File: src/mips_pipe_pkg.sv
`default_nettype none

package mips_pipe_pkg;

	typedef enum logic [2:0] {
		alu_add,
		alu_sub,
		alu_and,
		alu_or,
		alu_slt,
		alu_pass_a,
		alu_pass_b,
		alu_link
	} alu_op_t;

	typedef logic [11:0] apb_addr_t;

	localparam apb_addr_t addr_instr = 12'h000;
	localparam apb_addr_t addr_gpr_base = 12'h100; // 32 words up to 0x17c
	localparam apb_addr_t addr_hi = 12'h180;
	localparam apb_addr_t addr_lo = 12'h184;

	typedef enum logic {
		apb_idle,
		apb_wait_drain
	} apb_state_t;

endpackage

`default_nettype wire

File: src/mips_isa_pkg.sv
`default_nettype none

package mips_isa_pkg;

	typedef logic [31:0] word_t;
	typedef logic [4:0] reg_idx_t;
	typedef logic [5:0] opcode_t;
	typedef logic [5:0] funct_t;

	localparam opcode_t op_rtype = 6'h00;
	localparam opcode_t op_addi = 6'h08;
	localparam opcode_t op_lw = 6'h23;
	localparam opcode_t op_sw = 6'h2b;
	localparam opcode_t op_j = 6'h02;
	localparam opcode_t op_jal = 6'h03;
	localparam opcode_t op_halt = 6'h3f; // Not a MIPS opcode, stops the core

	localparam funct_t fn_add = 6'h20;
	localparam funct_t fn_sub = 6'h22;
	localparam funct_t fn_and = 6'h24;
	localparam funct_t fn_or = 6'h25;
	localparam funct_t fn_slt = 6'h2a;
	localparam funct_t fn_mult = 6'h18;
	localparam funct_t fn_multu = 6'h19;
	localparam funct_t fn_mfhi = 6'h10;
	localparam funct_t fn_mflo = 6'h12;
	localparam funct_t fn_jr = 6'h08;
	localparam funct_t fn_jalr = 6'h09;

endpackage

`default_nettype wire
File: src/pipe_if.sv
`timescale 1ns/100ps
`default_nettype none

interface dec_exec_if (input logic clk);
	logic valid;
	mips_pipe_pkg::alu_op_t alu_op;
	mips_isa_pkg::word_t op_a;
	mips_isa_pkg::word_t op_b;
	mips_isa_pkg::word_t src_b; // Immediate or register operand, as the ALU sees it
	logic register_write;
	logic memory_to_register;
	logic memory_write;
	logic hi_write;
	logic lo_write;
	logic signed_mult;
	logic jump;
	logic jalr;
	logic halt;
	mips_isa_pkg::opcode_t op;
	mips_isa_pkg::reg_idx_t write_register;
	mips_isa_pkg::word_t store_data;
	logic [25:0] jump_field;
	mips_isa_pkg::word_t issue_addr;

	modport decode (output valid, alu_op, op_a, op_b, src_b, register_write,
		memory_to_register, memory_write, hi_write, lo_write, signed_mult, jump, jalr,
		halt, op, write_register, store_data, jump_field, issue_addr);
	modport execute (input clk, valid, alu_op, op_a, op_b, src_b, register_write,
		memory_to_register, memory_write, hi_write, lo_write, signed_mult, jump, jalr,
		halt, op, write_register, store_data, jump_field, issue_addr);
endinterface

interface exec_mem_if;
	logic ex_valid, mem_valid;
	logic ex_register_write, mem_register_write;
	logic ex_memory_to_register, mem_memory_to_register;
	logic ex_memory_write, mem_memory_write;
	logic ex_hi_write, mem_hi_write;
	logic ex_lo_write, mem_lo_write;
	logic ex_jump, mem_jump;
	logic ex_jalr, mem_jalr;
	logic ex_halt, mem_halt;
	mips_isa_pkg::opcode_t ex_op, mem_op;
	mips_isa_pkg::word_t ex_src_a, mem_src_a;
	mips_isa_pkg::word_t ex_alu_result, mem_alu_result;
	mips_isa_pkg::word_t ex_hi_result, mem_hi_result;
	mips_isa_pkg::word_t ex_lo_result, mem_lo_result;
	mips_isa_pkg::word_t ex_write_data, mem_write_data;
	mips_isa_pkg::reg_idx_t ex_write_register, mem_write_register;
	mips_isa_pkg::word_t ex_jump_target, mem_jump_target;

	// Write-back port, with the register file read ports riding along
	logic wb_valid;
	mips_isa_pkg::reg_idx_t wb_register;
	mips_isa_pkg::word_t wb_data;
	logic wb_hi_valid;
	mips_isa_pkg::word_t wb_hi;
	logic wb_lo_valid;
	mips_isa_pkg::word_t wb_lo;
	mips_isa_pkg::reg_idx_t rf_idx_a, rf_idx_b, rf_idx_c;
	mips_isa_pkg::word_t rf_a, rf_b, rf_c;
	mips_isa_pkg::word_t hi_value, lo_value;

	modport execute (output ex_valid, ex_register_write, ex_memory_to_register,
		ex_memory_write, ex_hi_write, ex_lo_write, ex_jump, ex_jalr, ex_halt, ex_op,
		ex_src_a, ex_alu_result, ex_hi_result, ex_lo_result, ex_write_data,
		ex_write_register, ex_jump_target);
	modport source (input ex_valid, ex_register_write, ex_memory_to_register,
		ex_memory_write, ex_hi_write, ex_lo_write, ex_jump, ex_jalr, ex_halt, ex_op,
		ex_src_a, ex_alu_result, ex_hi_result, ex_lo_result, ex_write_data,
		ex_write_register, ex_jump_target);
	modport stage (output mem_valid, mem_register_write, mem_memory_to_register,
		mem_memory_write, mem_hi_write, mem_lo_write, mem_jump, mem_jalr, mem_halt, mem_op,
		mem_src_a, mem_alu_result, mem_hi_result, mem_lo_result, mem_write_data,
		mem_write_register, mem_jump_target);
	modport memory (input mem_valid, mem_register_write, mem_memory_to_register,
		mem_memory_write, mem_hi_write, mem_lo_write, mem_jump, mem_jalr, mem_halt, mem_op,
		mem_src_a, mem_alu_result, mem_hi_result, mem_lo_result, mem_write_data,
		mem_write_register, mem_jump_target);
	modport wb_out (output wb_valid, wb_register, wb_data, wb_hi_valid, wb_hi, wb_lo_valid,
		wb_lo, rf_a, rf_b, rf_c, hi_value, lo_value, input rf_idx_a, rf_idx_b, rf_idx_c);
	modport wb_in (input wb_valid, wb_register, wb_data, wb_hi_valid, wb_hi, wb_lo_valid,
		wb_lo, rf_a, rf_b, rf_c, hi_value, lo_value, output rf_idx_a, rf_idx_b, rf_idx_c);
endinterface

`default_nettype wire

File: src/mips_execute.sv
`timescale 1ns/100ps
`default_nettype none

module mips_execute (
	dec_exec_if.execute dx,
	exec_mem_if.execute ex
);

	logic [65:0] product;
	mips_isa_pkg::word_t link;

	assign link = dx.issue_addr + 32'd4;

	// One extra bit per operand lets a single signed multiplier serve multu as well
	assign product = $signed({dx.signed_mult & dx.op_a[31], dx.op_a}) *
		$signed({dx.signed_mult & dx.op_b[31], dx.op_b});

	always_comb begin
		case (dx.alu_op)
			mips_pipe_pkg::alu_sub: ex.ex_alu_result = dx.op_a - dx.src_b;
			mips_pipe_pkg::alu_and: ex.ex_alu_result = dx.op_a & dx.src_b;
			mips_pipe_pkg::alu_or: ex.ex_alu_result = dx.op_a | dx.src_b;
			mips_pipe_pkg::alu_slt: ex.ex_alu_result = {31'd0, $signed(dx.op_a) < $signed(dx.src_b)};
			mips_pipe_pkg::alu_pass_a: ex.ex_alu_result = dx.op_a;
			mips_pipe_pkg::alu_pass_b: ex.ex_alu_result = dx.src_b;
			mips_pipe_pkg::alu_link: ex.ex_alu_result = link;
			default: ex.ex_alu_result = dx.op_a + dx.src_b;
		endcase
	end

	assign ex.ex_hi_result = product[63:32];
	assign ex.ex_lo_result = product[31:0];
	assign ex.ex_jump_target = dx.jalr ? dx.op_a : {link[31:28], dx.jump_field, 2'b00};

	assign ex.ex_valid = dx.valid;
	assign ex.ex_register_write = dx.register_write;
	assign ex.ex_memory_to_register = dx.memory_to_register;
	assign ex.ex_memory_write = dx.memory_write;
	assign ex.ex_hi_write = dx.hi_write;
	assign ex.ex_lo_write = dx.lo_write;
	assign ex.ex_jump = dx.jump;
	assign ex.ex_jalr = dx.jalr;
	assign ex.ex_halt = dx.halt;
	assign ex.ex_op = dx.op;
	assign ex.ex_src_a = dx.op_a;
	assign ex.ex_write_data = dx.store_data;
	assign ex.ex_write_register = dx.write_register;

	assert property (@(posedge dx.clk) dx.valid |-> dx.hi_write == dx.lo_write);

endmodule

`default_nettype wire

File: src/flat_wrapper.sv
// flat-port wrapper written by rule: the top's interface ports become plain ports
module mips_execute_flat 
  (clk, dx_valid, dx_alu_op, dx_op_a, dx_op_b, dx_src_b, dx_register_write, dx_memory_to_register, dx_memory_write, dx_hi_write, dx_lo_write, dx_signed_mult, dx_jump, dx_jalr, dx_halt, dx_op, dx_write_register, dx_store_data, dx_jump_field, dx_issue_addr, ex_ex_valid, ex_ex_register_write, ex_ex_memory_to_register, ex_ex_memory_write, ex_ex_hi_write, ex_ex_lo_write, ex_ex_jump, ex_ex_jalr, ex_ex_halt, ex_ex_op, ex_ex_src_a, ex_ex_alu_result, ex_ex_hi_result, ex_ex_lo_result, ex_ex_write_data, ex_ex_write_register, ex_ex_jump_target);
  dec_exec_if dx_i (.clk(clk));
  exec_mem_if ex_i ();
  input wire logic clk;
  input wire logic [$bits(dx_i.valid)-1:0] dx_valid;
  input wire logic [$bits(dx_i.alu_op)-1:0] dx_alu_op;
  input wire logic [$bits(dx_i.op_a)-1:0] dx_op_a;
  input wire logic [$bits(dx_i.op_b)-1:0] dx_op_b;
  input wire logic [$bits(dx_i.src_b)-1:0] dx_src_b;
  input wire logic [$bits(dx_i.register_write)-1:0] dx_register_write;
  input wire logic [$bits(dx_i.memory_to_register)-1:0] dx_memory_to_register;
  input wire logic [$bits(dx_i.memory_write)-1:0] dx_memory_write;
  input wire logic [$bits(dx_i.hi_write)-1:0] dx_hi_write;
  input wire logic [$bits(dx_i.lo_write)-1:0] dx_lo_write;
  input wire logic [$bits(dx_i.signed_mult)-1:0] dx_signed_mult;
  input wire logic [$bits(dx_i.jump)-1:0] dx_jump;
  input wire logic [$bits(dx_i.jalr)-1:0] dx_jalr;
  input wire logic [$bits(dx_i.halt)-1:0] dx_halt;
  input wire logic [$bits(dx_i.op)-1:0] dx_op;
  input wire logic [$bits(dx_i.write_register)-1:0] dx_write_register;
  input wire logic [$bits(dx_i.store_data)-1:0] dx_store_data;
  input wire logic [$bits(dx_i.jump_field)-1:0] dx_jump_field;
  input wire logic [$bits(dx_i.issue_addr)-1:0] dx_issue_addr;
  output wire logic [$bits(ex_i.ex_valid)-1:0] ex_ex_valid;
  output wire logic [$bits(ex_i.ex_register_write)-1:0] ex_ex_register_write;
  output wire logic [$bits(ex_i.ex_memory_to_register)-1:0] ex_ex_memory_to_register;
  output wire logic [$bits(ex_i.ex_memory_write)-1:0] ex_ex_memory_write;
  output wire logic [$bits(ex_i.ex_hi_write)-1:0] ex_ex_hi_write;
  output wire logic [$bits(ex_i.ex_lo_write)-1:0] ex_ex_lo_write;
  output wire logic [$bits(ex_i.ex_jump)-1:0] ex_ex_jump;
  output wire logic [$bits(ex_i.ex_jalr)-1:0] ex_ex_jalr;
  output wire logic [$bits(ex_i.ex_halt)-1:0] ex_ex_halt;
  output wire logic [$bits(ex_i.ex_op)-1:0] ex_ex_op;
  output wire logic [$bits(ex_i.ex_src_a)-1:0] ex_ex_src_a;
  output wire logic [$bits(ex_i.ex_alu_result)-1:0] ex_ex_alu_result;
  output wire logic [$bits(ex_i.ex_hi_result)-1:0] ex_ex_hi_result;
  output wire logic [$bits(ex_i.ex_lo_result)-1:0] ex_ex_lo_result;
  output wire logic [$bits(ex_i.ex_write_data)-1:0] ex_ex_write_data;
  output wire logic [$bits(ex_i.ex_write_register)-1:0] ex_ex_write_register;
  output wire logic [$bits(ex_i.ex_jump_target)-1:0] ex_ex_jump_target;
  assign dx_i.valid = dx_valid;
  assign dx_i.alu_op = dx_alu_op;
  assign dx_i.op_a = dx_op_a;
  assign dx_i.op_b = dx_op_b;
  assign dx_i.src_b = dx_src_b;
  assign dx_i.register_write = dx_register_write;
  assign dx_i.memory_to_register = dx_memory_to_register;
  assign dx_i.memory_write = dx_memory_write;
  assign dx_i.hi_write = dx_hi_write;
  assign dx_i.lo_write = dx_lo_write;
  assign dx_i.signed_mult = dx_signed_mult;
  assign dx_i.jump = dx_jump;
  assign dx_i.jalr = dx_jalr;
  assign dx_i.halt = dx_halt;
  assign dx_i.op = dx_op;
  assign dx_i.write_register = dx_write_register;
  assign dx_i.store_data = dx_store_data;
  assign dx_i.jump_field = dx_jump_field;
  assign dx_i.issue_addr = dx_issue_addr;
  assign ex_ex_valid = ex_i.ex_valid;
  assign ex_ex_register_write = ex_i.ex_register_write;
  assign ex_ex_memory_to_register = ex_i.ex_memory_to_register;
  assign ex_ex_memory_write = ex_i.ex_memory_write;
  assign ex_ex_hi_write = ex_i.ex_hi_write;
  assign ex_ex_lo_write = ex_i.ex_lo_write;
  assign ex_ex_jump = ex_i.ex_jump;
  assign ex_ex_jalr = ex_i.ex_jalr;
  assign ex_ex_halt = ex_i.ex_halt;
  assign ex_ex_op = ex_i.ex_op;
  assign ex_ex_src_a = ex_i.ex_src_a;
  assign ex_ex_alu_result = ex_i.ex_alu_result;
  assign ex_ex_hi_result = ex_i.ex_hi_result;
  assign ex_ex_lo_result = ex_i.ex_lo_result;
  assign ex_ex_write_data = ex_i.ex_write_data;
  assign ex_ex_write_register = ex_i.ex_write_register;
  assign ex_ex_jump_target = ex_i.ex_jump_target;
  mips_execute u_core (.dx(dx_i), .ex(ex_i));
endmodule
File: config.mk
export PLATFORM = sky130hd
export DESIGN_NAME = mips_execute_flat
export DESIGN_NICKNAME = d
export VERILOG_FILES = /design/src/mips_pipe_pkg.sv /design/src/mips_isa_pkg.sv /design/src/pipe_if.sv /design/src/mips_execute.sv /design/src/flat_wrapper.sv
export SDC_FILE = /design/constraint.sdc
export NUM_CORES = 2
export LEC_CHECK = 0
export ABC_AREA = 1
export CORE_MARGIN = 3
export CORE_UTILIZATION = 42
export DETAILED_ROUTE_END_ITERATION = 7
export DONT_BUFFER_PORTS = 1
export GPL_TIMING_DRIVEN = 0
export PLACE_DENSITY_LB_ADDON = 0.2
export SLEW_MARGIN = 5
export SYNTH_ARGS = -nofsm -noshare
export SYNTH_HDL_FRONTEND = slang
export SYNTH_SLANG_ARGS = --single-unit
File: constraint.sdc
create_clock -name vclk -period 12.81
set_input_delay 1.9215 -clock vclk [all_inputs]
set_output_delay 1.9215 -clock vclk [all_outputs]
set_load 0.05 [all_outputs]
# == Word level (Yosys, flattened, before mapping) ==
# Index checks and enable logic that the tools add are counted.
# totals
inputBits,211
register_bits,0
wordCells,18
# classes
bitwise,4
multipliers,1
n_mux,2
n_lt_le_gt_ge,1
eq_ne,7
addsub,3
# ops
op,count
one-hot mux 32 bit (7 select lines),1
multiplier 33 x 33 -> 64 bit,1
adder 32 x 3 -> 32 bit (second input constant),1
adder 32 bit,1
bitwise AND 32 bit,1
< comparator 32 bit,1
2-to-1 mux 32 bit,1
OR 32 bit,1
subtractor 32 bit,1
equality test 3 bit (second input constant),4
equality test 3 x 2 -> 1 bit (second input constant),2
equality test 3 x 1 -> 1 bit (second input constant),1
bitwise AND 1 bit,2

# == Longest topological paths before layout ==
# depth
ltp_word,2
depth_mapped,35

# == Least setup slack after synthesis ==
# Ideal clock, no wire load.
# synth_timing
kind,input-to-output
startpoint,input port dx_op_a[31]
endpoint,output port ex_ex_hi_result[20]
arrival_ps,9294
n_path_buf,2
path_slack_ps,1595
stages,28
path_cell_list,buf_2 -> nand2_2 -> inv_1 -> clkbuf_1 -> nand2_1 -> inv_1 -> fa_1 -> inv_1 -> fa_1 -> inv_1 -> fa_1 -> fa_1 -> inv_1 -> fa_1 -> fa_1 -> fa_1 -> fa_1 -> inv_1 -> ha_1 -> nand2_1 -> nor2_1 -> inv_1 -> nor2_1 -> inv_1 -> nor2_1 -> nand3_1 -> nand3_1 -> xor2_1
# synth_between
elab_chain_cells,2
# synth_lines
element,line,rtl
from (decl),flat_wrapper.sv:9,input wire logic [$bits(dx_i.op_a)-1:0] dx_op_a;
bitwise AND 1 bit,mips_execute.sv:15,"assign product = $signed({dx.signed_mult & dx.op_a[31], dx.op_a}) *"
multiplier 33 x 33 -> 64 bit *,mips_execute.sv:15,
to (decl),flat_wrapper.sv:38,output wire logic [$bits(ex_i.ex_hi_result)-1:0] ex_ex_hi_result;
# Every way passes the cells marked *; elsewhere a longest branch is shown, timed or not.

# == Worst setup path after layout ==
# layout_timing
startpoint,input port dx_op_b[12]
endpoint,output port ex_ex_hi_result[13]
# layout_between
elab_chain_cells,1
# layout_lines
element,line,rtl
from (decl),flat_wrapper.sv:10,input wire logic [$bits(dx_i.op_b)-1:0] dx_op_b;
multiplier 33 x 33 -> 64 bit,mips_execute.sv:15,
# Every way passes these cells.

==> flow_metrics.env <==
export IMPL_status="complete, no violations"
export IMPL_postRouteAntennaNets=0
export IMPL_cts_hold_fix_buffers=0
export IMPL_synth_largest_area_cell="sky130_fd_sc_hd__fa_1"
export IMPL_drive_above_1_share_pct=3.43
export IMPL_finalHoldViolations=0
export IMPL_seqCellArea_um2=0
export IMPL_max_clock_freq_mhz=78.2
export IMPL_core_mm2=0.113
export IMPL_worst_setup_path_startpoint="dx_op_b[12]"
export IMPL_viasPerCell=5.33
export IMPL_grt_use_total_pct=35.9
export IMPL_critical_path_top_cell_by_count="sky130_fd_sc_hd__inv_1"
export IMPL_synth_top_family_by_area="adder cells"
export IMPL_hold_path_class="input port to output pin"
export IMPL_port_buffers=0
export IMPL_most_used_standard_cells_in_the_synthesized_netlist="1840 x sky130_fd_sc_hd__inv_1, 1705 x sky130_fd_sc_hd__nand2_1, 1127 x sky130_fd_sc_hd__fa_1"
export IMPL_start_kind="input port"
export IMPL_crit_arrival_ns=10.87
export IMPL_crit_path_end_kind="output pin"
export IMPL_slew_headroom_pct=7.69
export IMPL_finalInstanceArea_mm2=0.0501
export IMPL_fp_dieArea_mm2=0.118
export IMPL_cp_data_required_time_ns=10.89
export IMPL_detail_route_wirelength_mm=210
export IMPL_period_share_pct=99.8
export IMPL_rsz0062_at_grt="yes"
export IMPL_synth_xor_area_share_pct=1.13
export IMPL_detail_route_iter0_violations=4025
export IMPL_max_cap_violations=0
export IMPL_critPathCapture="ex_ex_hi_result[13]"
export IMPL_design_final_nets=8244
export IMPL_syn_num_nets=8240
export IMPL_proportion_of_netlist_area_held_by_the_largest_area_contributor_pct=47.0
export IMPL_critPathMaxStageDelay_ns=0.84
export IMPL_syn_cell_area_mm2=0.0480
export IMPL_fp_row_count=123
export IMPL_finalWeightedCongestion=1.06
export IMPL_timing_critical_path_slowest_stage_cell="sky130_fd_sc_hd__clkbuf_1"
export IMPL_share_of_synthesized_area_spent_on_multiplexers_pct=0
export IMPL_wire_per_inst_um=26.0
export IMPL_critical_path_top_delay_family="adder cells"
export IMPL_layout_sequential_cells=0
export IMPL_finalSetupViolations=0
export IMPL_worst_path_max_fanout=10
export IMPL_placed_area_mm2=0.0499
export IMPL_synth_compound_area_share_pct=5.21
export IMPL_wire_length_of_the_first_global_routing_pass_mm=306
export IMPL_detailed_place_hpwl_mm=187
export IMPL_remaining_drc_errors=0
export IMPL_crit_type="input port to output pin"
export IMPL_finalMaxSlewViolations=0
export IMPL_start_util_pct=42.5
export IMPL_hold_path_startpoint="dx_store_data[12]"
export IMPL_synth_distinct_cells=50
export IMPL_antenna_found_initial=6
export IMPL_layout_clock_buffers=0
export IMPL_via_count=43187
export IMPL_grt_max_degree=25
export IMPL_total_i_o_pin_count=423
export IMPL_chipHeight_um=344
export IMPL_critPathBufInv=11
export IMPL_yosys_cell_count_top_type="sky130_fd_sc_hd__inv_1"
export IMPL_number_of_global_route_vias_before_repair=43939
export IMPL_yosysWarningCount=0
export IMPL_synthToLayoutAreaGrowth_pct=4.31
export IMPL_synthCells=6593
export IMPL_grt_total_ovfl=0
export IMPL_path_depth=28
export IMPL_post_synth_and_or_nand_nor_area_fraction_pct=20.2
export IMPL_num_fill_cells=11955
export IMPL_final_min_clock_period_ns=12.79
export IMPL_dr_pass1_iters=6
export IMPL_syn_avg_cell_area_um2=7.28
export IMPL_synthAdderAreaFrac_pct=55.0
export IMPL_netlist_top_cells_area="sky130_fd_sc_hd__fa_1 47%, sky130_fd_sc_hd__inv_1 14%, sky130_fd_sc_hd__nand2_1 13%"
export IMPL_timing_worst_slew_pin_value_ns=1.38
export IMPL_seq_area_frac_synth_pct=0
export IMPL_die_width_um=344
metrics by stage:
stage                     cells  setup TNS [ns]  utilization (%)  worst slack, ns  hold slack [ns]
after floorplan            6593               0                -             1.59             4.01
after global placement     8093           -4.58             44.2           -0.966             4.01
after detailed placement   8093           -4.53             44.2           -0.936             4.01
after CTS                  8095               0             44.2           0.0128             4.01
after global routing       8095          -0.183             44.3          -0.0747             4.01
final                      8100               0             44.3           0.0203             4.01
cell type report:
class	count	area [um2]	area share, %
multi-input cells	4345	39300	78.5
diodes	5	12.5	0.0250
plain buffers	393	1880	3.75
inverters	1854	6970	13.9
repair buffers	3	22.5	0.0450
well taps	1500	1880	3.75
metal layers:
metal  part of all wire (%)  GRT usage [%]  up-vias
met2                     44           56.2     2268
li1                       -              -    18798
met5                   0.11           1.35        -
met1                     40           47.6    21744
met3                     11           9.34      375
met4                    4.9           13.7        2
worst min path at each step:
stage               cells past startpoint              endpoint  slack [ns]
floorplan                               1            ex_ex_halt        4.01
global placement                        1   ex_ex_write_data[7]        4.01
detailed placement                      1  ex_ex_register_write        4.01
CTS                                     1  ex_ex_write_data[29]        4.01
global route                            1   ex_ex_write_data[0]        4.01
finish                                  1  ex_ex_write_data[12]        4.01
logic make-up after synthesis:
family          count (synthesis)
xor+xnor                       62
buf+inv                      2248
fa+ha+maj                    1436
simple gates                 2408
compound gates                439
placed cells by master, fill, tap and decap left out, types with 6 or more instances in the layout:
cell                       instances
sky130_fd_sc_hd__nand2_2          10
sky130_fd_sc_hd__o21ai_0         117
sky130_fd_sc_hd__a21o_1           13
sky130_fd_sc_hd__nor2_2            9
sky130_fd_sc_hd__nand3_1         225
sky130_fd_sc_hd__xor2_1           44
sky130_fd_sc_hd__inv_1          1837
sky130_fd_sc_hd__a21oi_2           9
sky130_fd_sc_hd__buf_2            26
sky130_fd_sc_hd__o221ai_1          6
sky130_fd_sc_hd__a21oi_1         170
sky130_fd_sc_hd__nor2_1          336
sky130_fd_sc_hd__clkbuf_1        256
sky130_fd_sc_hd__nand3b_1         11
sky130_fd_sc_hd__o22ai_1           9
sky130_fd_sc_hd__inv_2            14
sky130_fd_sc_hd__xor2_2           10
sky130_fd_sc_hd__buf_4            95
sky130_fd_sc_hd__nand4_1          44
sky130_fd_sc_hd__or2_2            11
sky130_fd_sc_hd__o21ai_1          39
sky130_fd_sc_hd__clkbuf_2         10
sky130_fd_sc_hd__a221oi_1          8
sky130_fd_sc_hd__o21bai_1         24
sky130_fd_sc_hd__nand2_1        1704
sky130_fd_sc_hd__a31oi_1          11
sky130_fd_sc_hd__fa_1           1126
sky130_fd_sc_hd__nor4_1            7
sky130_fd_sc_hd__ha_1            309
sky130_fd_sc_hd__buf_1             7
sky130_fd_sc_hd__nor3_2            8
sky130_fd_sc_hd__nor3_1           27
sky130_fd_sc_hd__a211oi_1          8
what timing repair did:
item,4_1_cts,5_1_grt
setup endpoints to repair,24,29
hold endpoints to repair,0,0
pin swaps,0,0
resized for setup,10,29
buffers inserted,3,0
