## src/mips_pipe_pkg.sv

```systemverilog
`default_nettype none

package mips_pipe_pkg;

	typedef enum logic [2:0] {
		alu_add,
		alu_sub,
		alu_and,
		alu_or,
		alu_slt,
		alu_pass_a,
		alu_pass_b,
		alu_link
	} alu_op_t;

	typedef logic [11:0] apb_addr_t;

	localparam apb_addr_t addr_instr = 12'h000;
	localparam apb_addr_t addr_gpr_base = 12'h100; // 32 words up to 0x17c
	localparam apb_addr_t addr_hi = 12'h180;
	localparam apb_addr_t addr_lo = 12'h184;

	typedef enum logic {
		apb_idle,
		apb_wait_drain
	} apb_state_t;

endpackage

`default_nettype wire

```

## src/mips_isa_pkg.sv

```systemverilog
`default_nettype none

package mips_isa_pkg;

	typedef logic [31:0] word_t;
	typedef logic [4:0] reg_idx_t;
	typedef logic [5:0] opcode_t;
	typedef logic [5:0] funct_t;

	localparam opcode_t op_rtype = 6'h00;
	localparam opcode_t op_addi = 6'h08;
	localparam opcode_t op_lw = 6'h23;
	localparam opcode_t op_sw = 6'h2b;
	localparam opcode_t op_j = 6'h02;
	localparam opcode_t op_jal = 6'h03;
	localparam opcode_t op_halt = 6'h3f; // Not a MIPS opcode, stops the core

	localparam funct_t fn_add = 6'h20;
	localparam funct_t fn_sub = 6'h22;
	localparam funct_t fn_and = 6'h24;
	localparam funct_t fn_or = 6'h25;
	localparam funct_t fn_slt = 6'h2a;
	localparam funct_t fn_mult = 6'h18;
	localparam funct_t fn_multu = 6'h19;
	localparam funct_t fn_mfhi = 6'h10;
	localparam funct_t fn_mflo = 6'h12;
	localparam funct_t fn_jr = 6'h08;
	localparam funct_t fn_jalr = 6'h09;

endpackage

`default_nettype wire
```

## src/apb_instr_port.sv

```systemverilog
`timescale 1ns/100ps
`default_nettype none

module apb_instr_port (
	input logic clk,
	input logic reset,
	input logic psel,
	input logic penable,
	input logic pwrite,
	input mips_pipe_pkg::apb_addr_t paddr,
	input mips_isa_pkg::word_t pwdata,
	input logic pipe_busy,
	input logic halted,
	input mips_isa_pkg::word_t rd_data,
	output mips_isa_pkg::word_t prdata,
	output logic pready,
	output logic pslverr,
	output logic issue,
	output mips_isa_pkg::word_t issue_word,
	output mips_pipe_pkg::apb_addr_t rd_sel
);

	mips_pipe_pkg::apb_state_t state;
	logic access;
	logic rd_access;
	logic addr_ok;

	assign access = psel & penable;
	assign rd_access = access & !pwrite;

	// Writes only go to the instruction port, reads to GPRs, HI or LO
	assign addr_ok = pwrite ? (paddr == mips_pipe_pkg::addr_instr && !halted) :
		(paddr[11:7] == mips_pipe_pkg::addr_gpr_base[11:7] && paddr[1:0] == 2'b00) ||
		paddr == mips_pipe_pkg::addr_hi || paddr == mips_pipe_pkg::addr_lo;

	assign pready = (state == mips_pipe_pkg::apb_idle) ? !(rd_access & pipe_busy) : !pipe_busy;
	assign pslverr = access & pready & !addr_ok;
	assign issue = access & pwrite & addr_ok;
	assign issue_word = pwdata;
	assign rd_sel = paddr;
	assign prdata = rd_data; // Decode already applies the write-back bypass

	always_ff @(posedge clk, posedge reset) begin
		if (reset) begin
			state <= mips_pipe_pkg::apb_idle;
		end else begin
			case (state)
				mips_pipe_pkg::apb_idle: if (rd_access && pipe_busy) state <= mips_pipe_pkg::apb_wait_drain;
				mips_pipe_pkg::apb_wait_drain: if (!pipe_busy) state <= mips_pipe_pkg::apb_idle;
				default: state <= mips_pipe_pkg::apb_idle;
			endcase
		end
	end

	assert property (@(posedge clk) disable iff (reset) penable |-> psel);

endmodule

`default_nettype wire

```

## config.mk

```make
export PLATFORM = sky130hd
export DESIGN_NAME = apb_instr_port
export DESIGN_NICKNAME = d
export VERILOG_FILES = /design/src/mips_pipe_pkg.sv /design/src/mips_isa_pkg.sv /design/src/apb_instr_port.sv
export SDC_FILE = /design/constraint.sdc
export NUM_CORES = 1
export LEC_CHECK = 0
export ABC_CLOCK_PERIOD_IN_PS = 1740
export CAP_MARGIN = 20
export CORE_AREA = 2 2 63 65
export CTS_CLUSTER_DIAMETER = 80
export DETAILED_ROUTE_END_ITERATION = 16
export DIE_AREA = 0 0 65 67
export DONT_BUFFER_PORTS = 1
export PLACE_DENSITY = 0.42
export SLEW_MARGIN = 25
export SYNTH_ARGS = -nofsm -noshare
export SYNTH_HDL_FRONTEND = slang
export SYNTH_SLANG_ARGS = --single-unit
```

## constraint.sdc

```tcl
create_clock -name clk -period 1.74 [get_ports clk]
set_clock_uncertainty 0.05 [all_clocks]
set_input_delay 0.522 -clock clk [delete_from_list [all_inputs] [get_ports clk]]
set_output_delay 0.522 -clock clk [all_outputs]
set_load 0.005 [all_outputs]
```

Word level (Yosys, flattened, before mapping)
Index checks and enable logic that the tools add are counted.
Operators by class
  add/subtract/negate cells: 0
  multiply operators: 0
  div/mod/pow operators: 0
  magnitude comparators: 0
  equal/unequal tests: 3
  shift operators: 0
  muxes and demuxes: 5
  bitwise logic cells: 8
  reduce and logical (&&, ||, !) cells: 12
Operators by type and width (number)
  == test 12 x 9 -> 1 bit (second input constant): 2
  zero test 12 bit: 1
  bitwise AND 1 bit: 7
  == test 5 x 2 -> 1 bit (second input constant): 1
  zero test 1 bit: 5
  two-way mux 1 bit: 4
  logical AND 1 bit: 3
  zero test 2 bit: 1
  logical OR 1 bit: 2
  case mux 1 bit (2 select lines): 1
  inverter 1 bit: 1
Word-level totals
  bits in registers: 1
  latch bits: 0
  bits in writable memories: 0
  memory bits (read-only): 0
  bits of input ports: 83
  memories: 0

Longest topological paths before layout
Gate-level depths: netlist of the first run.
  depth in word-level cells: 7
  depth in mapped cells: 3
  mapped depth without buffers: 3

Least setup slack after synthesis of the first run
Ideal clock, no wire load.
  kind: input-to-output
  start point: in paddr[7]
  end point: out pslverr
  arrival: 1.162 ns
  required time: 1.168 ns
  setup slack: 0.006 ns
  stages: 3
  cells stage by stage: nor4_4 mux2i_1 o31a_1
On the way
  longest elaborated chain between the ends: 7
  elaborated cells between the ends (all ways): 11
  those cells by class: eq/ne: 3; mux: 1; bitwise: 1; reduce/logical: 6
Ends and longest elaborated chain
  from (decl): RTL line apb_instr_port.sv:10  | input mips_pipe_pkg::apb_addr_t paddr,
  == test 5 x 2 -> 1 bit: RTL line apb_instr_port.sv:33  | (paddr[11:7] == mips_pipe_pkg::addr_gpr_base[11:7] && paddr[1:0] == 2'b00) ||
  logical AND 1 bit: RTL line apb_instr_port.sv:33
  logical OR 1 bit: RTL line apb_instr_port.sv:33
  logical OR 1 bit: RTL line apb_instr_port.sv:34  | paddr == mips_pipe_pkg::addr_hi || paddr == mips_pipe_pkg::addr_lo;
  two-way mux 1 bit (*): RTL line apb_instr_port.sv:32  | assign addr_ok = pwrite ? (paddr == mips_pipe_pkg::addr_instr && !halted) :
  zero test 1 bit (*): RTL line apb_instr_port.sv:37  | assign pslverr = access & pready & !addr_ok;
  bitwise AND 1 bit (*): RTL line apb_instr_port.sv:37
  to (decl): RTL line apb_instr_port.sv:17  | output logic pslverr,
Mark *: on every way between the ends. The rest lies on a longest branch, timed or not.

Worst setup path in the final report of the first run
  start point: in paddr[7]
  end point: out issue
On the way
  longest elaborated chain between the ends: 6
  elaborated cells between the ends (all ways): 10
  those cells by class: eq/ne: 3; mux: 1; bitwise: 1; reduce/logical: 5
Ends and longest elaborated chain
  == test 5 x 2 -> 1 bit: RTL line apb_instr_port.sv:33
  logical AND 1 bit: RTL line apb_instr_port.sv:33
  logical OR 1 bit: RTL line apb_instr_port.sv:33
  logical OR 1 bit: RTL line apb_instr_port.sv:34
  two-way mux 1 bit (*): RTL line apb_instr_port.sv:32
  bitwise AND 1 bit (*): RTL line apb_instr_port.sv:38  | assign issue = access & pwrite & addr_ok;
  to (decl): RTL line apb_instr_port.sv:18  | output logic issue,
Marked as above.

==> impl_summary.txt, run 1 <==
----------------------------------------------------
[Finish]
  Post-synthesis to final-layout area growth ... -64.6%
  Final layout net count ... 106
  Antenna diode instance count ... 0
  Layout Cell Area excl Fill ... 253 µm²
  Final cell count without fillers ... 69
  Biggest regs ... state (1)
  Layout fillers ... 414
  Largest register by flop count ... state
  Layout cell share with drive strength beyond 1 ... 28.6%
  Max FFs per register ... 1

[Placed design]
  Placer's final routability congestion estimate ... 0.519
  Count of input and output buffers ... 0
  Dpl hpwl ... 1060 µm
  Total placed cells including tap cells ... 69
  Cell area after placement ... 218 µm²
  Worst slack at placement ... -0.348 ns

[Hold path]
  Kind of path behind the tightest hold check ... in2async

[Worst setup path]
  Capture point of the critical path ... issue
  FF-to-FF path depth ... 1
  Largest incremental delay on the critical path ... 0.27 ns
  Sum of buffers and inverters on the critical path ... 1
  Slowest CP cell ... sky130_fd_sc_hd__nor4_4
  Number of gates on the worst path with buffers counted ... 4
  Sequence of cells on the critical path ... nor4_4 -> nand2_1 -> nor4b_4 -> buf_4
  Worst path required time ... 1.17 ns
  Critical path arrival ... 1.27 ns
  Dominant delay contributor by cell family on the critical path ... simple AND/OR/NAND/NOR gates
  Nature of the critical path startpoint ... input port
  Endpoint of the lowest-slack register-to-register path ... state
  Worst R2R Setup Slack ... 1.03 ns
  Endpoint type of the worst setup path ... output port
  Start point of the critical path ... paddr[7]
  Critical Setup Path Class ... in2out
  Worst r2r src ... state
  Maximum fanout along the worst path ... 3

[Power]
  Combinational share of power ... 41.3%
  Switching fraction of total power ... 19.2%
  Part of the power in registers ... 58.7%
  Internal ... 0.0350 mW
  Leakage power ... 0.0758 nW
  Worst-case vdd ir drop ... 0.0424 mV
  Ratio of total power to cell area ... 171 mW/mm²
  NetSw ... 0.00830 mW
  Clk pwr share ... 0%

[Logic synthesis]
  Number of synthesized flops with an enable pin ... 0
  Post-synthesis cell count ... 95
  Top cell type's share of synthesized area ... 80.0%
  Part of the Yosys area used for sequential elements ... 3.51%
  Average footprint of a synthesized cell ... 7.51 µm²
  Most numerous cell types in the synthesized netlist ... 76 x sky130_fd_sc_hd__buf_4, 3 x sky130_fd_sc_hd__nand2_1, 3 x sky130_fd_sc_hd__nor2_1
  Post-Synthesis Net Count ... 178
  Count of different cell masters after synthesis ... 16
  Warning count from the yosys run ... 0
  Primary FF master, synth ... sky130_fd_sc_hd__dfrtp_1
  Most repeated cell in the gate-level netlist after synthesis ... sky130_fd_sc_hd__buf_4
  Post-synth design cell area ... 713 µm²
  Share of async-settable or async-resettable flops after synthesis ... 100%
  Flip-flop and latch count after synthesis ... 1
  Leading post-synthesis cells by cell area ... sky130_fd_sc_hd__buf_4 80%, sky130_fd_sc_hd__dfrtp_1 3.5%, sky130_fd_sc_hd__nor4_4 3.0%, sky130_fd_sc_hd__nand2_1 1.6%, sky130_fd_sc_hd__nor2_1 1.6%
  Cell taking the most area after synthesis ... sky130_fd_sc_hd__buf_4

[Timing]
  Endpoints failing setup ... 2
  RSZ-0062 raised after global routing ... yes
  Final hold viol count ... 0
  Time the final worst path needs with I/O delays and setup ... 1.85 ns
  Relative slew margins ... 84.0%
  Crit path setup slack, layout ... -0.106 ns
  Actual slew at the worst max-slew pin ... 0.237 ns
  Post-route fraction of the period consumed by the critical path ... 106%
  Fin. max-slew vios ... 0
  Fin Setup TNS ... -0.170 ns
  Top achievable clock speed ... 0.542 GHz

[GRT]
  Vias in the first global route ... 275
  Total GRT Usage ... 4.62%
  Global-route wire length before repair ... 1520 µm
  Maximum number of pins on one net before global-route repair ... 6
  Antenna violations before repair ... 0
  Final global-route overflow total ... 0

[Job]
  Count of max-cap constraint violations ... 0

[Die]
  Core Area ... 0.00361 mm²
  Die W ... 65 µm
  Starting Density ... 19.8%
  Number of top-level design ports ... 162
  Die area ... 0.00436 mm²
  Die Y ... 67 µm
  Placement row count ... 22

[Clock network]
  Hold buffer count at CTS ... 0
  Clock-pin slew of the registers on the worst-case setup and hold paths ... 0 ns
  Post-CTS Repair Setup Buffers ... 0
  Clock latency at the later pin of the worst-skew pair ... 0 ns

[Detailed routing]
  Via total after detailed routing ... 256
  Vias per Instance ... 3.71
  Final antenna-violating net count ... 0
  Length of the first detailed-routing pass in iterations ... 1
  Final routed wirelength across all metal layers ... 1210 µm
  Wirelength per Cell ... 17.5 µm
  Post-route DRC ... 0
  Number of DRC markers after the initial detailed-route iteration ... 0

[Status]
  Failing checks ... negative setup slack
  Status ... complete, but fails checks

----------------------------------------------------
-- cells by family after synthesis --
kind of cell / count (synthesis) / synth area share, %
AO/OA/AOI/OAI: 4 / 3.68
multiplexers: 1 / 1.40
buffers and inverters: 77 / 80.5
AND/OR/NAND/NOR: 12 / 10.9
flip-flops: 1 / 3.51
-- through the flow --
stage                     util, %  power, mW  hold WS, ns
after floorplan                 -      0.180        0.201
after global placement       6.04     0.0407        0.203
after detailed placement     6.04     0.0411        0.203
after CTS                    6.87     0.0434        0.203
after global routing         7.01     0.0456        0.207
final                        7.01     0.0433        0.202
-- worst min-delay path by stage --
stage                     startpoint    end  slack [ns]  cells after the start
after floorplan                reset  state        0.20                      1
after global placement         reset  state        0.20                      1
after detailed placement       reset  state        0.20                      1
after CTS                      reset  state        0.20                      1
after global routing           reset  state        0.21                      1
final                          reset  state        0.20                      1
-- power groups by stage --
stage | Combinational (mW) | Sequential [mW] | Clock [mW]
global route | 0.0200 | 0.0256 | 0
floorplan | 0.154 | 0.0254 | 0
finish | 0.0179 | 0.0254 | 0
global placement | 0.0153 | 0.0254 | 0
CTS | 0.0180 | 0.0254 | 0
detailed placement | 0.0157 | 0.0254 | 0
-- cell type report --
cell class              count  area (µm²)  area share, %
well taps                  48        60.1           23.8
inverters                   1        3.75           1.49
flip-flops and latches      1        25.0           9.90
multi-input cells          17         149           58.9
repair buffers              2        15.0           5.94
-- placed cells by master (no fill, tap or decap), types with 2 or more instances in the layout --
cell type and n:
sky130_fd_sc_hd__nand2_1 3, sky130_fd_sc_hd__nor2_1 3, sky130_fd_sc_hd__nor4_4 2, sky130_fd_sc_hd__buf_4 2
-- per-layer routing --
metal / GRT usage, % / vias to the layer above / part of all wire (%)
met5: 0 / - / 0
met4: 6.38 / 0 / 10
met3: 4.05 / 24 / 24
met2: 6.83 / 60 / 46
met1: 2.91 / 96 / 20
li1: - / 76 / -
-- timing repair --
item | CTS | global route
endpoints found under the setup margin | 2 | 2
resized for setup | 4 | 1
gates cloned | 0 | 0
endpoints found under the hold margin | 0 | 0
pin swaps | 1 | 1
(Power assumes the default switching activity.)
==> inputs of run 2 (changes only) <==
--- a/config.mk
+++ b/config.mk
@@ -13,6 +13,7 @@
 export DIE_AREA = 0 0 65 67
 export DONT_BUFFER_PORTS = 1
 export PLACE_DENSITY = 0.42
+export SKIP_LAST_GASP = 1
 export SLEW_MARGIN = 25
 export SYNTH_ARGS = -nofsm -noshare
 export SYNTH_HDL_FRONTEND = slang
==> impl_summary.txt, run 2 (same netlist as run 1, synthesis figures left out) <==
----------------------------------------------------
[GRT]
  Maximum number of pins on one net before global-route repair ... 6
  Antenna violations before repair ... 0
  Global-route wire length before repair ... 1520 µm
  Vias in the first global route ... 275
  Final global-route overflow total ... 0
  Total GRT Usage ... 4.62%

[Power]
  Combinational share of power ... 40.9%
  Switching fraction of total power ... 19.2%
  Internal ... 0.0347 mW
  NetSw ... 0.00827 mW
  Total power after layout ... 0.0430 mW
  Clk pwr share ... 0%
  Ratio of total power to cell area ... 174 mW/mm²
  Worst-case vdd ir drop ... 0.0424 mV
  Leakage power ... 0.0748 nW
  Part of the power in registers ... 59.1%

[Detailed routing]
  Number of DRC markers after the initial detailed-route iteration ... 0
  Final routed wirelength across all metal layers ... 1200 µm
  Wirelength per Cell ... 17.4 µm
  Final antenna-violating net count ... 0
  Length of the first detailed-routing pass in iterations ... 1
  Post-route DRC ... 0
  Vias per Instance ... 3.74
  Via total after detailed routing ... 258

[Finish]
  Biggest regs ... state (1)
  Post-synthesis to final-layout area growth ... -65.3%
  Largest register by flop count ... state
  Final layout net count ... 106
  Max FFs per register ... 1
  Layout cell share with drive strength beyond 1 ... 23.8%
  Final cell count without fillers ... 69
  Antenna diode instance count ... 0
  Commonest cells after routing, fill and taps aside ... 3 x sky130_fd_sc_hd__nand2_1, 3 x sky130_fd_sc_hd__nor2_1, 2 x sky130_fd_sc_hd__nor4_4, 2 x sky130_fd_sc_hd__buf_4
  Layout Cell Area excl Fill ... 248 µm²
  Util after Layout ... 6.87%

[Placed design]
  Count of input and output buffers ... 0
  Total placed cells including tap cells ... 69
  Cell area after placement ... 218 µm²
  Worst slack at placement ... -0.348 ns
  Placer's final routability congestion estimate ... 0.519
  Dpl hpwl ... 1060 µm

[Timing]
  Crit path setup slack, layout ... -0.106 ns
  Post-route fraction of the period consumed by the critical path ... 106%
  Final hold viol count ... 0
  RSZ-0062 raised after global routing ... yes
  Fin. max-slew vios ... 0
  Top achievable clock speed ... 0.542 GHz
  Actual slew at the worst max-slew pin ... 0.237 ns
  Endpoints failing setup ... 2
  Relative slew margins ... 84.0%
  Time the final worst path needs with I/O delays and setup ... 1.85 ns

[Worst setup path]
  Nature of the critical path startpoint ... input port
  Endpoint type of the worst setup path ... output port
  Maximum fanout along the worst path ... 3
  Worst path required time ... 1.17 ns
  Critical path arrival ... 1.27 ns
  Critical Setup Path Class ... in2out

[Clock network]
  Clock-pin slew of the registers on the worst-case setup and hold paths ... 0 ns
  Hold buffer count at CTS ... 0
  Post-CTS Repair Setup Buffers ... 0
  Clock latency at the later pin of the worst-skew pair ... 0 ns

[Die]
  Die Y ... 67 µm
  Die area ... 0.00436 mm²
  Starting Density ... 19.8%
  Die W ... 65 µm
  Number of top-level design ports ... 162
  Core Area ... 0.00361 mm²
  Placement row count ... 22

[Hold path]
  Kind of path behind the tightest hold check ... in2async

[Job]
  Count of max-cap constraint violations ... 0

[Status]
  Failing checks ... negative setup slack
  Status ... complete, but fails checks

----------------------------------------------------
[run 2: timing repair]
action / 4_1_cts / 5_1_grt
endpoints found under the hold margin: 0 / 0
pin swaps: 1 / 1
setup endpoints to repair: 2 / 2
gates cloned: 0 / 0
resized for setup: 4 / 0
[run 2: final timing paths]
check / start / to / slack (ns) / cells past startpoint
worst max-delay path: paddr[7] / issue / -0.11 / 4
worst min-delay path: reset / state / 0.20 / 1
worst max register to register: state / state / 1.03 / 1
worst min register to register: state / state / 0.44 / 1
max in group asynchronous: reset / state / 1.35 / 1
min in group clk: state / state / 0.44 / 1
[run 2: layout make-up]
| class | instances | area, µm² |
|---|---|---|
| fillers | 414 | 3360 |
| repair buffers | 2 | 15.0 |
| multi-input cells | 17 | 144 |
| well taps | 48 | 60.1 |
| inverters | 1 | 3.75 |
| flip-flops and latches | 1 | 25.0 |
[run 2: per-layer routing]
layer / wire [µm] / up-vias / global-route usage, % / part of all wire, %
li1: - / 76 / - / -
met1: 240 / 96 / 2.91 / 20
met2: 552 / 62 / 6.83 / 46
met3: 282 / 24 / 4.05 / 23
met4: 126 / 0 / 6.38 / 10
met5: 0 / - / 0 / 0
[run 2: per-stage QoR]
step	setup TNS [ns]	hold slack, ns
6_report	-0.170	0.202
5_1_grt	-0.281	0.207
4_1_cts	-0.244	0.203
3_5_place_dp	-0.575	0.203
3_3_place_gp	-0.450	0.203
2_1_floorplan	0	0.201
[run 2: critical path, stage by stage]
cell and delay (ns):
sky130_fd_sc_hd__nor4_4 0.27, sky130_fd_sc_hd__nand2_1 0.12, sky130_fd_sc_hd__nor4b_4 0.21, sky130_fd_sc_hd__buf_4 0.15
[run 2: power groups by stage]
stage / clock network [mW] / logic [mW] / registers (mW)
2_1_floorplan: 0 / 0.154 / 0.0254
3_3_place_gp: 0 / 0.0153 / 0.0254
3_5_place_dp: 0 / 0.0157 / 0.0254
4_1_cts: 0 / 0.0180 / 0.0254
5_1_grt: 0 / 0.0197 / 0.0256
6_report: 0 / 0.0176 / 0.0254
==> inputs of run 3 (changes only) <==
==> constraint.sdc (replaced) <==
create_clock -name clk -period 1.74 [get_ports clk]
set_clock_uncertainty 0.05 [all_clocks]
set_input_delay 0.522 -clock clk [delete_from_list [all_inputs] [get_ports clk]]
set_output_delay 0.522 -clock clk [all_outputs]
set_load 0.02 [all_outputs]
==> impl_summary.txt, run 3 (same netlist as run 1, synthesis figures left out) <==
----------------------------------------------------
[Status]
  Status ... complete, but fails checks
  Failing checks ... negative setup slack

[GRT]
  Antenna violations before repair ... 1
  Final global-route overflow total ... 0
  Maximum number of pins on one net before global-route repair ... 6
  Global-route wire length before repair ... 1730 µm
  Total GRT Usage ... 5.15%
  Vias in the first global route ... 291

[Placed design]
  Placer's final routability congestion estimate ... 0.523
  Count of input and output buffers ... 0
  Dpl hpwl ... 1240 µm
  Total placed cells including tap cells ... 69
  Worst slack at placement ... -0.139 ns

[Timing]
  Final hold viol count ... 0
  Actual slew at the worst max-slew pin ... 0.254 ns
  Relative slew margins ... 83.1%
  Endpoints failing setup ... 2
  Crit path setup slack, layout ... -0.124 ns
  Post-route fraction of the period consumed by the critical path ... 107%
  RSZ-0062 raised after global routing ... yes
  Fin. max-slew vios ... 0
  Top achievable clock speed ... 0.536 GHz
  Time the final worst path needs with I/O delays and setup ... 1.86 ns

[Die]
  Core Area ... 0.00361 mm²
  Number of top-level design ports ... 162
  Die area ... 0.00436 mm²
  Die W ... 65 µm
  Starting Density ... 19.8%
  Die Y ... 67 µm
  Placement row count ... 22

[Detailed routing]
  Vias per Instance ... 3.55
  Length of the first detailed-routing pass in iterations ... 2
  Final routed wirelength across all metal layers ... 1320 µm
  Number of DRC markers after the initial detailed-route iteration ... 2
  Wirelength per Cell ... 19.1 µm
  Via total after detailed routing ... 245
  Final antenna-violating net count ... 0
  Post-route DRC ... 0

[Finish]
  Register area ... 25.0 µm²
  Antenna diode instance count ... 0
  Max FFs per register ... 1
  Final layout net count ... 106
  Biggest regs ... state (1)
  Multi-input combinational cell area ... 144 µm²
  Commonest cells after routing, fill and taps aside ... 3 x sky130_fd_sc_hd__nand2_1, 3 x sky130_fd_sc_hd__nor2_1, 2 x sky130_fd_sc_hd__nor4_4, 2 x sky130_fd_sc_hd__buf_4
  Largest register by flop count ... state
  Layout fillers ... 416
  Layout cell share with drive strength beyond 1 ... 23.8%
  Final cell count without fillers ... 69
  Post-synthesis to final-layout area growth ... -65.3%

[Worst setup path]
  Sequence of cells on the critical path ... nor4_4 -> nand2_1 -> nor4b_4 -> buf_4
  Sum of buffers and inverters on the critical path ... 1
  Largest incremental delay on the critical path ... 0.27 ns
  FF-to-FF path depth ... 1
  Endpoint type of the worst setup path ... output port
  Worst path required time ... 1.17 ns
  Endpoint of the lowest-slack register-to-register path ... state
  Number of gates on the worst path with buffers counted ... 4
  Capture point of the critical path ... issue
  Dominant delay contributor by cell family on the critical path ... simple AND/OR/NAND/NOR gates
  Slowest CP cell ... sky130_fd_sc_hd__nor4_4
  Nature of the critical path startpoint ... input port
  Worst R2R Setup Slack ... 1.03 ns
  Start point of the critical path ... paddr[7]
  Critical Setup Path Class ... in2out
  Critical path arrival ... 1.29 ns
  Worst r2r src ... state
  Maximum fanout along the worst path ... 3

[Power]
  Leakage power ... 0.0736 nW
  Ratio of total power to cell area ... 190 mW/mm²
  Worst-case vdd ir drop ... 0.0426 mV

[Clock network]
  Clock-pin slew of the registers on the worst-case setup and hold paths ... 0 ns
  Clock latency at the later pin of the worst-skew pair ... 0 ns
  PostCTS Resize Cnt ... 0

[Job]
  Count of max-cap constraint violations ... 0

[Hold path]
  Kind of path behind the tightest hold check ... in2async

----------------------------------------------------
[run 3: cell counts in the layout (fill, tap and decap cells not counted)]
No cell type changed its count.
[run 3: worst min-delay path by stage]
stage	endpoint	slack [ns]	from	cells after the start
2_1_floorplan	state	0.20	reset	1
6_report	state	0.21	reset	1
3_5_place_dp	state	0.21	reset	1
5_1_grt	state	0.22	reset	1
4_1_cts	state	0.21	reset	1
3_3_place_gp	state	0.20	reset	1
[run 3: timing repair]
| item | CTS | global route |
|---|---|---|
| hold buffers | 0 | 0 |
| buffers inserted | 0 | 0 |
| endpoints found under the setup margin | 2 | 2 |
| gates cloned | 0 | 0 |
[run 3: power by group]
| group | switching [mW] | internal, mW |
|---|---|---|
| registers | 0.000661 | 0.0248 |
| logic | 0.0109 | 0.0107 |
| clock network | 0 | 0 |
| total | 0.0116 | 0.0355 |
[run 3: final cells by class]
type,count,share of cell area (%)
well taps,48,24.2
flip-flops and latches,1,10.1
repair buffers,2,6.06
inverters,1,1.52
multi-input cells,17,58.1
[run 3: through the flow]
| step | instance area [µm²] | TNS (ns) | hold WS [ns] | power (mW) | util [%] |
|---|---|---|---|---|---|
| finish | 248 | -0.199 | 0.208 | 0.0471 | 6.87 |
| global route | 248 | -0.319 | 0.221 | 0.0498 | 6.87 |
| CTS | 248 | -0.227 | 0.210 | 0.0477 | 6.87 |
| detailed placement | 248 | -0.224 | 0.209 | 0.0477 | 6.87 |
| global placement | 248 | -0.211 | 0.204 | 0.0473 | 6.87 |
| floorplan | 743 | -0.122 | 0.201 | 0.298 | - |
[run 3: layer usage]
layer  GRT usage (%)  wire length, µm  vias to the layer above
met2            8.38              594                       62
li1                -                -                       74
met3            6.59              437                       24
met5               0               13                        -
met4            5.32               96                        2
met1            2.10              174                       83
